File: config.mk
export PLATFORM = sky130hd
export DESIGN_NAME = i2c_master_top
export DESIGN_NICKNAME = d
export VERILOG_FILES = /design/src/hdl/i2c_pkg.sv /design/src/hdl/i2c_apb_regs.sv /design/src/hdl/i2c_bit_shift.sv /design/src/hdl/i2c_cmd_fifo.sv /design/src/hdl/i2c_master_top.sv
export SDC_FILE = /design/constraint.sdc
export NUM_CORES = 1
export LEC_CHECK = 0
export ABC_AREA = 1
export BUFFER_PORTS_ARGS = -buffer_cell sky130_fd_sc_hd__buf_2
export CAP_MARGIN = 40
export CORE_UTILIZATION = 35
export DETAILED_ROUTE_END_ITERATION = 6
export PLACE_DENSITY = 0.61
export SLEW_MARGIN = 10
export SYNTH_ARGS = -nofsm -noshare
export SYNTH_HDL_FRONTEND = slang
export SYNTH_SLANG_ARGS = --single-unit
File: constraint.sdc
create_clock -name Clk -period 6.1 [get_ports Clk]
set_input_delay 0.61 -clock Clk [delete_from_list [all_inputs] [get_ports Clk]]
set_output_delay 0.61 -clock Clk [all_outputs]
set_load 0.01 [all_outputs]
File: src/hdl/i2c_pkg.sv
`default_nettype none

package i2c_pkg;

	// apb and fifo sizing
	localparam int APB_ADDR_W = 8;
	localparam int FIFO_DEPTH = 4;
	localparam int FIFO_PTR_W = 2; // log2 of FIFO_DEPTH

	typedef logic [APB_ADDR_W-1:0] apb_addr_t;
	typedef logic [31:0]           apb_data_t;
	typedef logic [7:0]            i2c_data_t;  // one byte on the wire
	typedef logic [19:0]           scl_div_t;   // quarter-bit count limit
	typedef logic [FIFO_PTR_W:0]   fifo_cnt_t;  // 0 .. FIFO_DEPTH
	typedef logic [5:0]            i2c_cmd_t;   // one-hot command flags

	// register map
	localparam apb_addr_t REG_CTRL   = 8'h00; // divider
	localparam apb_addr_t REG_CMD    = 8'h04; // write pushes a command
	localparam apb_addr_t REG_STATUS = 8'h08; // read only
	localparam apb_addr_t REG_RXDATA = 8'h0C; // read only

	localparam scl_div_t SCL_DIV_RST = 20'd24; // ctrl value after reset

	// command flags, may be combined
	localparam i2c_cmd_t CMD_WR   = 6'b000001; // write byte
	localparam i2c_cmd_t CMD_STA  = 6'b000010; // start first
	localparam i2c_cmd_t CMD_RD   = 6'b000100; // read byte
	localparam i2c_cmd_t CMD_STO  = 6'b001000; // stop last
	localparam i2c_cmd_t CMD_ACK  = 6'b010000; // ack after read
	localparam i2c_cmd_t CMD_NACK = 6'b100000; // nack after read

	// one fifo entry, same layout as the cmd word
	typedef struct packed {
		i2c_cmd_t  flags;   // word bits 13:8
		i2c_data_t tx_data; // word bits 7:0
	} i2c_cmd_entry_t;

	// bit engine states
	typedef enum logic [2:0] {
		ST_IDLE,
		ST_GEN_STA,
		ST_WR_DATA,
		ST_RD_DATA,
		ST_CHECK_ACK,
		ST_GEN_ACK,
		ST_GEN_STO
	} bit_state_t;

endpackage

`default_nettype wire

File: src/hdl/i2c_apb_regs.sv
`default_nettype none

module i2c_apb_regs import i2c_pkg::*; (
	input  wire                 Clk,
	input  wire                 Rst_n,
	// apb slave
	input  wire apb_addr_t      paddr_i,
	input  wire                 psel_i,
	input  wire                 penable_i,
	input  wire                 pwrite_i,
	input  wire apb_data_t      pwdata_i,
	output apb_data_t           prdata_o,
	output logic                pready_o,
	output logic                pslverr_o,
	// command fifo
	output logic                push_o,
	output i2c_cmd_entry_t      push_data_o,
	input  wire                 full_i,
	input  wire fifo_cnt_t      level_i,
	input  wire                 empty_i,
	// bit engine
	input  wire                 engine_busy_i,
	input  wire                 trans_done_i,
	input  wire i2c_data_t      rx_data_i,
	input  wire                 ack_i,
	output scl_div_t            scl_div_o
);

	logic      apb_access;  // access phase of a transfer
	logic      apb_wr;
	logic      addr_hit;    // one of the four registers
	logic      ro_wr;       // write to status or rxdata
	logic      full_wr;     // command write with no room
	logic      busy;
	scl_div_t  scl_div_q;
	i2c_data_t rx_data_q;
	logic      ack_q;       // 1 = last ack was a nack
	apb_data_t status_word;

	assign apb_access = psel_i & penable_i;
	assign apb_wr     = apb_access & pwrite_i;

	always_comb begin
		case (paddr_i)
			REG_CTRL, REG_CMD, REG_STATUS, REG_RXDATA: addr_hit = 1'b1;
			default: addr_hit = 1'b0;
		endcase
	end

	assign ro_wr   = apb_wr & ((paddr_i == REG_STATUS) | (paddr_i == REG_RXDATA));
	assign full_wr = apb_wr & (paddr_i == REG_CMD) & full_i; // command is dropped

	assign pready_o  = 1'b1; // no wait states
	assign pslverr_o = apb_access & (~addr_hit | ro_wr | full_wr);

	// push in the access cycle, only with room left
	assign push_o              = apb_wr & (paddr_i == REG_CMD) & ~full_i;
	assign push_data_o.flags   = pwdata_i[13:8];
	assign push_data_o.tx_data = pwdata_i[7:0];

	// divider
	always_ff @(posedge Clk or negedge Rst_n) begin
		if (!Rst_n) begin
			scl_div_q <= SCL_DIV_RST;
		end else if (apb_wr && (paddr_i == REG_CTRL)) begin
			scl_div_q <= pwdata_i[19:0];
		end
	end

	assign scl_div_o = scl_div_q;

	// last result of the engine, taken on each done pulse
	always_ff @(posedge Clk or negedge Rst_n) begin
		if (!Rst_n) begin
			rx_data_q <= '0;
			ack_q     <= 1'b0;
		end else if (trans_done_i) begin
			rx_data_q <= rx_data_i;
			ack_q     <= ack_i;
		end
	end

	// queued work or a command on the wire
	assign busy = ~empty_i | engine_busy_i;

	always_comb begin
		status_word      = '0;
		status_word[0]   = busy;
		status_word[1]   = full_i;
		status_word[2]   = ack_q;
		status_word[6:4] = level_i; // fill level
	end

	// read mux, straight from the registers
	always_comb begin
		case (paddr_i)
			REG_CTRL:   prdata_o = {12'd0, scl_div_q};
			REG_STATUS: prdata_o = status_word;
			REG_RXDATA: prdata_o = {24'd0, rx_data_q};
			default:    prdata_o = '0; // cmd reads as zero
		endcase
	end

endmodule

`default_nettype wire

File: src/hdl/i2c_bit_shift.sv
`default_nettype none

module i2c_bit_shift import i2c_pkg::*; (
	input  wire                 Clk,
	input  wire                 Rst_n,
	// command fifo
	output logic                pop_o,
	input  wire i2c_cmd_entry_t pop_data_i,
	input  wire                 empty_i,
	// control and results
	input  wire scl_div_t       scl_div_i,
	output i2c_data_t           rx_data_o,
	output logic                ack_o,
	output logic                trans_done_o,
	output logic                busy_o,
	// i2c pins
	output logic                scl_o,
	output logic                sda_oe_o,   // 1 pulls sda low
	input  wire                 sda_i
);

	bit_state_t     state;
	bit_state_t     launch_state; // first state of the head command
	bit_state_t     post_sta;     // state after start, latched command
	i2c_cmd_entry_t cmd_q;
	scl_div_t       div_cnt;
	logic           quarter;      // end of a quarter-bit
	logic [4:0]     phase;        // quarter index in the current part
	logic [4:0]     phase_last;
	logic           phase_end;
	logic           scl_q;
	logic           sda_low_q;
	logic           done_q;
	logic           ack_q;        // 1 = nack seen
	i2c_data_t      rx_shift;

	// part that follows a start, or the first part without one
	function automatic bit_state_t byte_state(input i2c_cmd_t f);
		bit_state_t s;
		if ((f & CMD_WR) != '0) begin
			s = ST_WR_DATA; // write wins over read
		end else if ((f & CMD_RD) != '0) begin
			s = ST_RD_DATA;
		end else if ((f & CMD_STO) != '0) begin
			s = ST_GEN_STO;
		end else begin
			s = ST_IDLE;
		end
		return s;
	endfunction

	assign launch_state = ((pop_data_i.flags & CMD_STA) != '0) ? ST_GEN_STA :
		byte_state(pop_data_i.flags);
	assign post_sta = byte_state(cmd_q.flags);

	// take the head while idle
	assign pop_o = (state == ST_IDLE) & ~empty_i;

	always_ff @(posedge Clk) begin
		if (pop_o) begin
			cmd_q <= pop_data_i;
		end
	end

	// quarter-bit divider, scl_div_i + 1 clocks per quarter
	always_ff @(posedge Clk or negedge Rst_n) begin
		if (!Rst_n) begin
			div_cnt <= '0;
		end else if ((state == ST_IDLE) || quarter) begin
			div_cnt <= '0;
		end else begin
			div_cnt <= div_cnt + 1'b1;
		end
	end

	assign quarter = (state != ST_IDLE) && (div_cnt >= scl_div_i); // >= in case div shrinks

	// bytes take 32 quarters, the rest take 4
	assign phase_last = ((state == ST_WR_DATA) || (state == ST_RD_DATA)) ? 5'd31 : 5'd3;
	assign phase_end  = quarter && (phase == phase_last);

	always_ff @(posedge Clk or negedge Rst_n) begin
		if (!Rst_n) begin
			phase <= '0;
		end else if (phase_end) begin
			phase <= '0;
		end else if (quarter) begin
			phase <= phase + 1'b1;
		end
	end

	always_ff @(posedge Clk or negedge Rst_n) begin
		if (!Rst_n) begin
			state     <= ST_IDLE;
			scl_q     <= 1'b1;
			sda_low_q <= 1'b0;
			done_q    <= 1'b0;
			ack_q     <= 1'b0;
			rx_shift  <= '0;
		end else begin
			done_q <= 1'b0; // pulse, set below
			case (state)
				ST_IDLE: begin
					sda_low_q <= 1'b0; // release between commands
					if (pop_o) begin
						state  <= launch_state;
						done_q <= (launch_state == ST_IDLE); // command with no flags
					end
				end
				ST_GEN_STA: begin
					if (quarter) begin
						case (phase[1:0])
							2'd0: begin
								scl_q     <= 1'b1; // both lines high first
								sda_low_q <= 1'b0;
							end
							2'd1:    sda_low_q <= 1'b1; // sda falls, scl high
							2'd2:    scl_q <= 1'b0;
							default: scl_q <= 1'b0; // hold low for data setup
						endcase
						if (phase_end) begin
							state  <= post_sta;
							done_q <= (post_sta == ST_IDLE);
						end
					end
				end
				ST_WR_DATA: begin
					if (quarter) begin
						case (phase[1:0])
							2'd0:    sda_low_q <= ~cmd_q.tx_data[3'd7 - phase[4:2]]; // msb first
							2'd1:    scl_q <= 1'b1;
							2'd2:    scl_q <= 1'b1;
							default: scl_q <= 1'b0;
						endcase
						if (phase_end) state <= ST_CHECK_ACK;
					end
				end
				ST_RD_DATA: begin
					if (quarter) begin
						case (phase[1:0])
							2'd0: begin
								scl_q     <= 1'b0;
								sda_low_q <= 1'b0; // slave drives the byte
							end
							2'd1:    scl_q <= 1'b1;
							2'd2:    rx_shift <= {rx_shift[6:0], sda_i}; // mid scl high
							default: scl_q <= 1'b0;
						endcase
						if (phase_end) state <= ST_GEN_ACK;
					end
				end
				ST_CHECK_ACK: begin
					if (quarter) begin
						case (phase[1:0])
							2'd0: begin
								scl_q     <= 1'b0;
								sda_low_q <= 1'b0; // line belongs to the slave
							end
							2'd1:    scl_q <= 1'b1;
							2'd2:    ack_q <= sda_i; // high means nack
							default: scl_q <= 1'b0;
						endcase
						if (phase_end) begin
							if ((cmd_q.flags & CMD_STO) != '0) begin
								state <= ST_GEN_STO;
							end else begin
								state  <= ST_IDLE;
								done_q <= 1'b1;
							end
						end
					end
				end
				ST_GEN_ACK: begin
					if (quarter) begin
						case (phase[1:0])
							2'd0: begin
								scl_q     <= 1'b0;
								// nack leaves sda released, even with ack set
								sda_low_q <= (|(cmd_q.flags & CMD_ACK)) &
									~(|(cmd_q.flags & CMD_NACK));
							end
							2'd1:    scl_q <= 1'b1;
							2'd2:    scl_q <= 1'b1;
							default: scl_q <= 1'b0;
						endcase
						if (phase_end) begin
							if ((cmd_q.flags & CMD_STO) != '0) begin
								state <= ST_GEN_STO;
							end else begin
								state  <= ST_IDLE;
								done_q <= 1'b1;
							end
						end
					end
				end
				ST_GEN_STO: begin
					if (quarter) begin
						case (phase[1:0])
							2'd0: begin
								scl_q     <= 1'b0;
								sda_low_q <= 1'b1; // sda low before scl rises
							end
							2'd1:    scl_q <= 1'b1;
							2'd2:    sda_low_q <= 1'b0; // sda rises under high scl
							default: scl_q <= 1'b1; // bus idle
						endcase
						if (phase_end) begin
							state  <= ST_IDLE;
							done_q <= 1'b1;
						end
					end
				end
				default: state <= ST_IDLE;
			endcase
		end
	end

	assign scl_o        = scl_q;
	assign sda_oe_o     = sda_low_q;
	assign rx_data_o    = rx_shift;
	assign ack_o        = ack_q;
	assign trans_done_o = done_q;
	// busy until the result has been handed over
	assign busy_o       = (state != ST_IDLE) | done_q;

endmodule

`default_nettype wire

File: src/hdl/i2c_cmd_fifo.sv
`default_nettype none

module i2c_cmd_fifo import i2c_pkg::*; (
	input  wire                 Clk,
	input  wire                 Rst_n,
	input  wire                 push_i,
	input  wire i2c_cmd_entry_t push_data_i,
	input  wire                 pop_i,
	output i2c_cmd_entry_t      pop_data_o,
	output logic                full_o,
	output logic                empty_o,
	output fifo_cnt_t           level_o
);

	i2c_cmd_entry_t        mem [FIFO_DEPTH]; // circular storage
	logic [FIFO_PTR_W-1:0] wr_ptr;
	logic [FIFO_PTR_W-1:0] rd_ptr;
	fifo_cnt_t             count_q;
	logic                  do_push;
	logic                  do_pop;

	assign full_o  = (count_q == fifo_cnt_t'(FIFO_DEPTH));
	assign empty_o = (count_q == '0);
	assign level_o = count_q;

	assign do_push = push_i & ~full_o;
	assign do_pop  = pop_i & ~empty_o;

	// head entry, visible before the pop
	assign pop_data_o = mem[rd_ptr];

	always_ff @(posedge Clk) begin
		if (do_push) begin
			mem[wr_ptr] <= push_data_i;
		end
	end

	// pointers wrap on their own width
	always_ff @(posedge Clk or negedge Rst_n) begin
		if (!Rst_n) begin
			wr_ptr  <= '0;
			rd_ptr  <= '0;
			count_q <= '0;
		end else begin
			if (do_push) wr_ptr <= wr_ptr + 1'b1;
			if (do_pop)  rd_ptr <= rd_ptr + 1'b1;
			case ({do_push, do_pop})
				2'b10:   count_q <= count_q + 1'b1;
				2'b01:   count_q <= count_q - 1'b1;
				default: count_q <= count_q; // none, or both at once
			endcase
		end
	end

endmodule

`default_nettype wire

File: src/hdl/i2c_master_top.sv
`default_nettype none

module i2c_master_top import i2c_pkg::*; (
	input  wire            Clk,
	input  wire            Rst_n,
	// apb slave port
	input  wire apb_addr_t paddr_i,
	input  wire            psel_i,
	input  wire            penable_i,
	input  wire            pwrite_i,
	input  wire apb_data_t pwdata_i,
	output apb_data_t      prdata_o,
	output logic           pready_o,
	output logic           pslverr_o,
	// i2c, sda split for an external wired-and
	output logic           scl_o,
	output logic           sda_oe_o,
	input  wire            sda_i
);

	i2c_cmd_entry_t push_data;
	i2c_cmd_entry_t pop_data;  // fifo head
	logic           push;
	logic           pop;
	logic           full;
	logic           empty;
	fifo_cnt_t      level;
	logic           engine_busy;
	logic           trans_done;
	i2c_data_t      rx_data;
	logic           ack;
	scl_div_t       scl_div;

	// producer: apb registers
	i2c_apb_regs u_regs (
		.Clk           (Clk),
		.Rst_n         (Rst_n),
		.paddr_i       (paddr_i),
		.psel_i        (psel_i),
		.penable_i     (penable_i),
		.pwrite_i      (pwrite_i),
		.pwdata_i      (pwdata_i),
		.prdata_o      (prdata_o),
		.pready_o      (pready_o),
		.pslverr_o     (pslverr_o),
		.push_o        (push),
		.push_data_o   (push_data),
		.full_i        (full),
		.level_i       (level),
		.empty_i       (empty),
		.engine_busy_i (engine_busy),
		.trans_done_i  (trans_done),
		.rx_data_i     (rx_data),
		.ack_i         (ack),
		.scl_div_o     (scl_div)
	);

	i2c_cmd_fifo u_fifo (
		.Clk         (Clk),
		.Rst_n       (Rst_n),
		.push_i      (push),
		.push_data_i (push_data),
		.pop_i       (pop),
		.pop_data_o  (pop_data),
		.full_o      (full),
		.empty_o     (empty),
		.level_o     (level)
	);

	// consumer: bit engine on the pins
	i2c_bit_shift u_engine (
		.Clk          (Clk),
		.Rst_n        (Rst_n),
		.pop_o        (pop),
		.pop_data_i   (pop_data),
		.empty_i      (empty),
		.scl_div_i    (scl_div),
		.rx_data_o    (rx_data),
		.ack_o        (ack),
		.trans_done_o (trans_done),
		.busy_o       (engine_busy),
		.scl_o        (scl_o),
		.sda_oe_o     (sda_oe_o),
		.sda_i        (sda_i)
	);

endmodule

`default_nettype wire

==> impl_metrics.tcl, run 1 <==
set metrics [dict create \
    status "complete, no violations" \
    final_cell_mix "142 x nand2_1, 112 x nor2_1, 92 x inv_1" \
    via_count 5299 \
    cp-end-kind "output port" \
    tns_ps 0 \
    post-route-min-period_ps 2650 \
    gr-total-overflow 0 \
    r2r_setup_slack_ps 3710 \
    cts_buffer_depth 2 \
    worst-setup-path-type "primary input to output port" \
    synth_compound_area_frac 0.0958 \
    seq_area_um2 3980 \
    ys.flop_type "dfrtp_1" \
    core-area_um2 20400 \
    layout_commonest_cell "nand2_1" \
    p_comb_frac 0.238 \
    postCtsHoldBufs 0 \
    async_flop_share 0.524 \
    p_leak_nw 3.92 \
    die_area_um2 21700 \
    arrival_ps 2040 \
    clk-insertion-delay-late_ps 430 \
    power_switching_w 0.000995 \
    max_cap_viol_count 0 \
    dr.pass1.iters 4 \
    finClkSkew_ps 10.4 \
    cts_resized 0 \
    yosysWarnings 0 \
    synth-simple-area-share 0.209 \
    preCtsSetupSlack_ps 3440 \
    routedWlPerCell_um 13.8 \
    drv_slew 0 \
    hp-class "primary input to async pin" \
    crit_path_frequent_cell "nor2_1" \
    max_freq_mhz 377 \
    fin_ws_ps 3450 \
    place_area_um2 7950 \
    syn_to_final_growth_pct 15.7 \
    yosys.area_share.xor_xnor 0.0202 \
    slew_headroom 0.623 \
    clockPowerShare 0.346 \
    cts_tree "built" \
    multi_input_area_um2 2880 \
    rows 52 \
    postCtsSetupBuffers 0 \
    io_buffers 56 \
    wl_um 15600 \
    synth-edff-count 69 \
    startpoint_type "primary input" \
    synth_top_family_by_area "simple AND/OR/NAND/NOR gates" \
    fin_nets 927 \
    grt_pass1_wl_um 26200 \
    syn_area_per_cell_um2 9.39 \
    p_sw_frac 0.332 \
    p_per_area_nw_per_um2 351 \
    fillers 2019 \
    die_h_um 147 \
    hold_viol_final 0 \
    grt_max_degree 55 \
    synth_cells 786 \
    root_buffer "clkbuf_16" \
    worstPathRequired_ps 5490 \
    initial_utilization 0.361 \
    stdcell_area_um2 8540 \
    htree_levels 4 \
    drtIter0Drc 313 \
    path_clk_slew_ps 60 \
    dieWidth_um 147 \
    cp_cell_sequence "buf_2, nor2_1, nand2_1, nor3_2, inv_2, nor2_1, inv_1, nor2_1, o21ai_0, o211ai_1, buf_2" \
    worst_pin_slew_ps 566 \
    io_pins 82 \
    cts_buffers 17 \
    via_per_inst 4.68 \
    critical-path-max-stage-delay_ps 290 \
    finalSetupViolCount 0 \
    synth_seq_cells 145 \
    power_w 0.00300 \
    grt_setup_unrepaired "no" \
    cp_max_fo 6 \
    pwr-share-seq 0.416 \
    intPower_w 0.00200 \
    synthMuxAreaShare 0.00509 \
    gp_congestion 0.827 \
    antenna_found_initial 0 \
    synthAdderAreaFrac 0.0536 \
    yosysSeqAreaShare 0.539 \
    grt_pass1_vias 5145 \
    antennaDiodeCount 0 \
    cts_sinks 145 \
    drive_gt1_frac 0.175 \
    drc 0 \
    synth_cell_type_count 53 \
    ant_nets 0 \
    post-dp-hpwl_um 11000 \
    critPathSlowestCell "nor2_1" \
    gr-usage-all-layers 0.157 \
    period_share 0.435 \
    synth_area_um2 7380 \
    vdd_drop_max_mv 0.243 \
]
-- kinds of logic after synthesis --
kind of cell	count (synthesis)
other	2
XOR/XNOR	17
AND/OR/NAND/NOR	337
multiplexers	3
buffers and inverters	131
AO/OA/AOI/OAI	120
adder cells (fa/ha/maj)	31
flip-flops	145
-- per-layer routing --
metal  share of wire  global-route usage  vias up
met3           0.040              0.0391       21
li1                -                   -     2692
met2            0.48               0.251      104
met1            0.47               0.205     2482
met5               0                   0        -
met4           0.017              0.0567        0
-- final timing paths --
check	start	endpoint	cells past startpoint
setup / recovery	paddr_i[7]	prdata_o[0]	11
setup reg to reg	u_engine.state[0]$_DFFE_PN0P_	u_fifo.level_o[2]$_DFFE_PN0P_	10
min in group Clk	pwdata_i[19]	u_regs.scl_div_o[19]$_DFFE_PN0P_	3
hold reg to reg	u_engine.scl_o$_DFFE_PN1P_	u_engine.scl_o$_DFFE_PN1P_	2
hold / removal	Rst_n	u_regs.rx_data_q[7]$_DFFE_PN0P_	1
max in group asynchronous	Rst_n	u_regs.scl_div_o[3]$_DFFE_PN1P_	2
-- final cells by class --
class                           count  area share
Sequential cell                   145       0.466
Multi-Input combinational cell    521       0.337
Clock inverter                     12      0.0145
Inverter                          100      0.0440
Tap cell                          270      0.0396
Timing Repair Buffer               65      0.0443
Clock buffer                       20      0.0548
-- synth_stat cells, drive strengths merged (2+ instances only) --
| library cell | n | area, um2 |
|---|---|---|
| nand2 | 150 | 588 |
| nor2 | 122 | 512 |
| inv | 100 | 375 |
| dfrtp | 73 | 1830 |
| edfxtp | 69 | 2070 |
| o21ai | 52 | 279 |
| a21oi | 39 | 218 |
| nand3 | 38 | 235 |
| ha | 30 | 375 |
| buf | 21 | 151 |
| nor3 | 13 | 97.6 |
| o22ai | 13 | 81.3 |
| xor2 | 12 | 105 |
| clkbuf | 10 | 37.5 |
| nor3b | 6 | 50.1 |
| o221ai | 5 | 43.8 |
| xnor2 | 5 | 43.8 |
| nand4 | 4 | 31.3 |
| dfstp | 3 | 78.8 |
| mux2 | 3 | 37.5 |
| nor4 | 3 | 18.8 |
| o211ai | 3 | 22.5 |
| conb | 2 | 7.51 |
-- stage by stage --
stage          hold slack (ps)   util  std cells
2_1_floorplan              314      -        797
3_3_place_gp               466  0.387       1099
3_5_place_dp               461  0.389       1101
4_1_cts                   69.8  0.418       1133
5_1_grt                   79.5  0.418       1133
6_report                  73.7  0.418       1133
-- power by group through the flow --
stage	Combinational (W)	Sequential, W	Clock (W)
after CTS	0.000722	0.00125	0.00105
after global placement	0.000692	0.00126	0
after floorplan	0.000535	0.00124	0
final	0.000714	0.00125	0.00104
after global routing	0.000827	0.00126	0.00110
after detailed placement	0.000717	0.00127	0
-- critical path: cells and delay by family --
| kind | cells | cell delay, ps |
|---|---|---|
| AO/OA/AOI/OAI | 2 | 300 |
| buffers and inverters | 4 | 420 |
| AND/OR/NAND/NOR | 5 | 690 |
-- sequential cells by signal, summed over array words and instances, names as in the netlist --
register,count
u_regs.rx_data_q,8
u_regs.scl_div_o,20
u_fifo.mem,56
u_engine.state,3
u_engine.cmd_q,13
u_regs.ack_q,1
u_engine.div_cnt,20
u_engine.trans_done_o,1
u_engine.scl_o,1
u_engine.rx_data_o,8
u_engine.phase,5
u_fifo.wr_ptr,2
u_engine.ack_o,1
u_fifo.rd_ptr,2
u_engine.sda_oe_o,1
u_fifo.level_o,3
Note: power is estimated with default switching activity, not from simulation.
==> run 2: changes to the inputs <==
--- a/config.mk
+++ b/config.mk
@@ -5,7 +5,7 @@
 export SDC_FILE = /design/constraint.sdc
 export NUM_CORES = 1
 export LEC_CHECK = 0
-export ABC_AREA = 1
+export ABC_AREA = 0
 export BUFFER_PORTS_ARGS = -buffer_cell sky130_fd_sc_hd__buf_2
 export CAP_MARGIN = 40
 export CORE_UTILIZATION = 35
==> constraint.sdc (replaced) <==
create_clock -name Clk -period 2.7 [get_ports Clk]
set_input_delay 0.27 -clock Clk [delete_from_list [all_inputs] [get_ports Clk]]
set_output_delay 0.27 -clock Clk [all_outputs]
set_load 0.01 [all_outputs]
==> run 2 against run 1 <==
Sequential cell count did not move. Clock skew fell by 1.5 ps. Combinational power rose by 120%. Non-clock buffer count is 14 higher. Critical path depth is 4 lower. Sequential share of layout area rose by 1.3 points. Critical endpoint is now u_engine.rx_data_o[3]$_DFFE_PN0P_. Largest power group unchanged.
==> impl_metrics.tcl, run 2 <==
set metrics [dict create \
    status "complete, no violations" \
    hold-path-cell-count 3 \
    top_register "u_fifo.mem" \
    power_w 0.00672 \
    intPower_w 0.00473 \
    post-route-min-period_ps 2540 \
    cp_max_fo 8 \
    ys.flop_type "dfrtp_1" \
    largest_reg_flops 56 \
    ant_nets 0 \
    yosys-top-cells-area "edfxtp_1 29%, dfrtp_1 26%, ha_1 5.3%" \
    drtIter0Drc 326 \
    antenna_found_initial 0 \
    pwr-share-seq 0.412 \
    max_cap_viol_count 0 \
    vdd_drop_max_mv 0.534 \
    critPathSlowestCell "dfrtp_1" \
    die_area_um2 20700 \
    grt_pass1_vias 4857 \
    netlist.area_leader.share 0.294 \
    startpoint_type "flip-flop" \
    synthTopCellsByCount "73 x dfrtp_1, 69 x edfxtp_1, 47 x nand2_1" \
    root_buffer "clkbuf_16" \
    drc 0 \
    arrival_ps 2840 \
    post-synth-top-count-cell "dfrtp_1" \
    synth_seq_cells 145 \
    core-area_um2 19600 \
    reg2reg_depth 7 \
    hp-class "primary input to flip-flop" \
    cts_resized 0 \
    via_count 4683 \
    antennaDiodeCount 0 \
    async_flop_share 0.524 \
    initial_utilization 0.360 \
    grt_pass1_wl_um 24800 \
    gr-total-overflow 0 \
    gr-usage-all-layers 0.160 \
    yosysSeqAreaShare 0.564 \
    p_leak_nw 3.55 \
    worst-setup-path-type "flip-flop to flip-flop" \
    layout_commonest_cell "dfrtp_1" \
    crit_family "simple AND/OR/NAND/NOR gates" \
    syn_area_per_cell_um2 12.1 \
    io_pins 82 \
    fin_nets 728 \
    synth-edff-count 69 \
    synth_area_leader_cell "edfxtp_1" \
    max_freq_mhz 394 \
    io_buffers 56 \
    cts_buffers 17 \
    period_share 0.940 \
    p_comb_frac 0.236 \
    cts_buffer_depth 2 \
    p_per_area_nw_per_um2 810 \
    htree_levels 4 \
    drive_gt1_frac 0.247 \
    crit_cells 7 \
    via_per_inst 5.04 \
    die_h_um 144 \
    worstPathRequired_ps 3000 \
    preCtsSetupSlack_ps 161 \
    syn_to_final_growth_pct 17.7 \
    yosysWarnings 0 \
    drv_slew 0 \
    path_clk_slew_ps 60 \
    p_sw_frac 0.296 \
    tns_ps 0 \
    hold_viol_final 0 \
    crit_buf_inv 0 \
    final_cell_mix "73 x dfrtp_1, 69 x edfxtp_1, 56 x buf_2" \
    cp_cell_sequence "ha_1, nand4_1, nor4_4, nand2_1, and3_4, a21oi_4, mux2_2" \
    finClkSkew_ps 8.97 \
    dr.pass1.iters 5 \
    fin_ws_ps 162 \
    cts_tree "built" \
    cp-end-kind "flip-flop" \
    grt_setup_unrepaired "no" \
    post-dp-hpwl_um 10900 \
    rows 51 \
    dieWidth_um 144 \
    cts_sinks 145 \
    critical-path-max-stage-delay_ps 460 \
    clk-insertion-delay-late_ps 420 \
    synth_cells 582 \
    gp_congestion 0.845 \
    synth_area_um2 7050 \
    synth_cell_type_count 56 \
    routedWlPerCell_um 16.5 \
    clockPowerShare 0.351 \
    grt_max_degree 65 \
    finalSetupViolCount 0 \
    wl_um 15300 \
    power_switching_w 0.00199 \
]
==> run 2: cell types whose count changed after synthesis, moves of 9 or more <==
cell,previous run,this run
mux2_2,2,28
nand3_1,32,17
mux4_2,0,16
nand2_1,142,47
nor2_1,112,44
inv_1,92,33
nor4_1,3,15
o22ai_1,13,1
a21oi_1,35,17
o21ai_0,43,33
nor2b_1,0,9
==> run 2: final timing paths <==
check | start | to | slack (ps)
max in group asynchronous | Rst_n | u_regs.scl_div_o[3]$_DFFE_PN1P_ | 1670
min in group asynchronous | Rst_n | u_engine.phase[4]$_DFFE_PN0P_ | 260
worst max register to register | u_engine.div_cnt[15]$_DFF_PN0_ | u_engine.rx_data_o[3]$_DFFE_PN0P_ | 160
worst max-delay path | u_engine.div_cnt[15]$_DFF_PN0_ | u_engine.rx_data_o[3]$_DFFE_PN0P_ | 160
worst min-delay path | pwdata_i[16] | u_regs.scl_div_o[16]$_DFFE_PN0P_ | 60
worst min register to register | u_engine.scl_o$_DFFE_PN1P_ | u_engine.scl_o$_DFFE_PN1P_ | 460
==> run 2: cell type report <==
type	instances	area, um2
fill	1838	11300
sequential	145	3980
multi-input combinational	375	2790
timing repair buffer	79	475
clock buffer	19	453
tap	265	332
clock inverter	13	151
inverter	33	124
==> run 2: cells by family (layout without fill, tap and decap cells) <==
logic type                 Yosys count  after routing  synth area share
AOI/OAI and AO/OA                   82             82            0.0727
xor gates and xnor gates            25             25            0.0311
adders and majority gates           31             31            0.0561
buffers and inverters               73            144            0.0481
DFF                                145            145             0.564
muxes                               48             48             0.101
other                                2             13           0.00106
and+or+nand+nor                    176            176             0.125
==> run 2: metal layers <==
layer / up-vias / GRT usage / share of wire
met5: - / 0 / 0
met4: 0 / 0.0554 / 0.015
met3: 20 / 0.0367 / 0.047
met2: 125 / 0.274 / 0.50
met1: 2330 / 0.197 / 0.44
li1: 2208 / - / -
==> run 2: what timing repair did <==
item | 4_1_cts | 5_1_grt
endpoints found under the setup margin | 0 | 0
buffers inserted | 0 | 0
hold buffers | 1 | 0
endpoints found under the hold margin | 11 | 0
==> run 2: metrics by stage <==
step,cell area [um2],utilization,cells,hold slack (ps)
6_report,8300,0.424,929,61.5
5_1_grt,8300,0.424,929,58.8
4_1_cts,8300,0.424,929,47.0
3_5_place_dp,7680,0.392,896,146
3_3_place_gp,7650,0.391,894,459
2_1_floorplan,7100,-,593,-25.6
==> run 2: worst min-delay path, delay by kind of cell <==
family,cells,cell delay [ps]
buffers and inverters,1,70
AND/OR/NAND/NOR,1,30
AO/OA/AOI/OAI,1,60
==> run 2: power groups by stage <==
stage	clock (W)	combinational, W	sequential (W)
final	0.00236	0.00159	0.00277
after global routing	0.00250	0.00176	0.00280
after CTS	0.00240	0.00160	0.00277
after detailed placement	0	0.00158	0.00281
after global placement	0	0.00152	0.00280
after floorplan	0	0.00118	0.00275
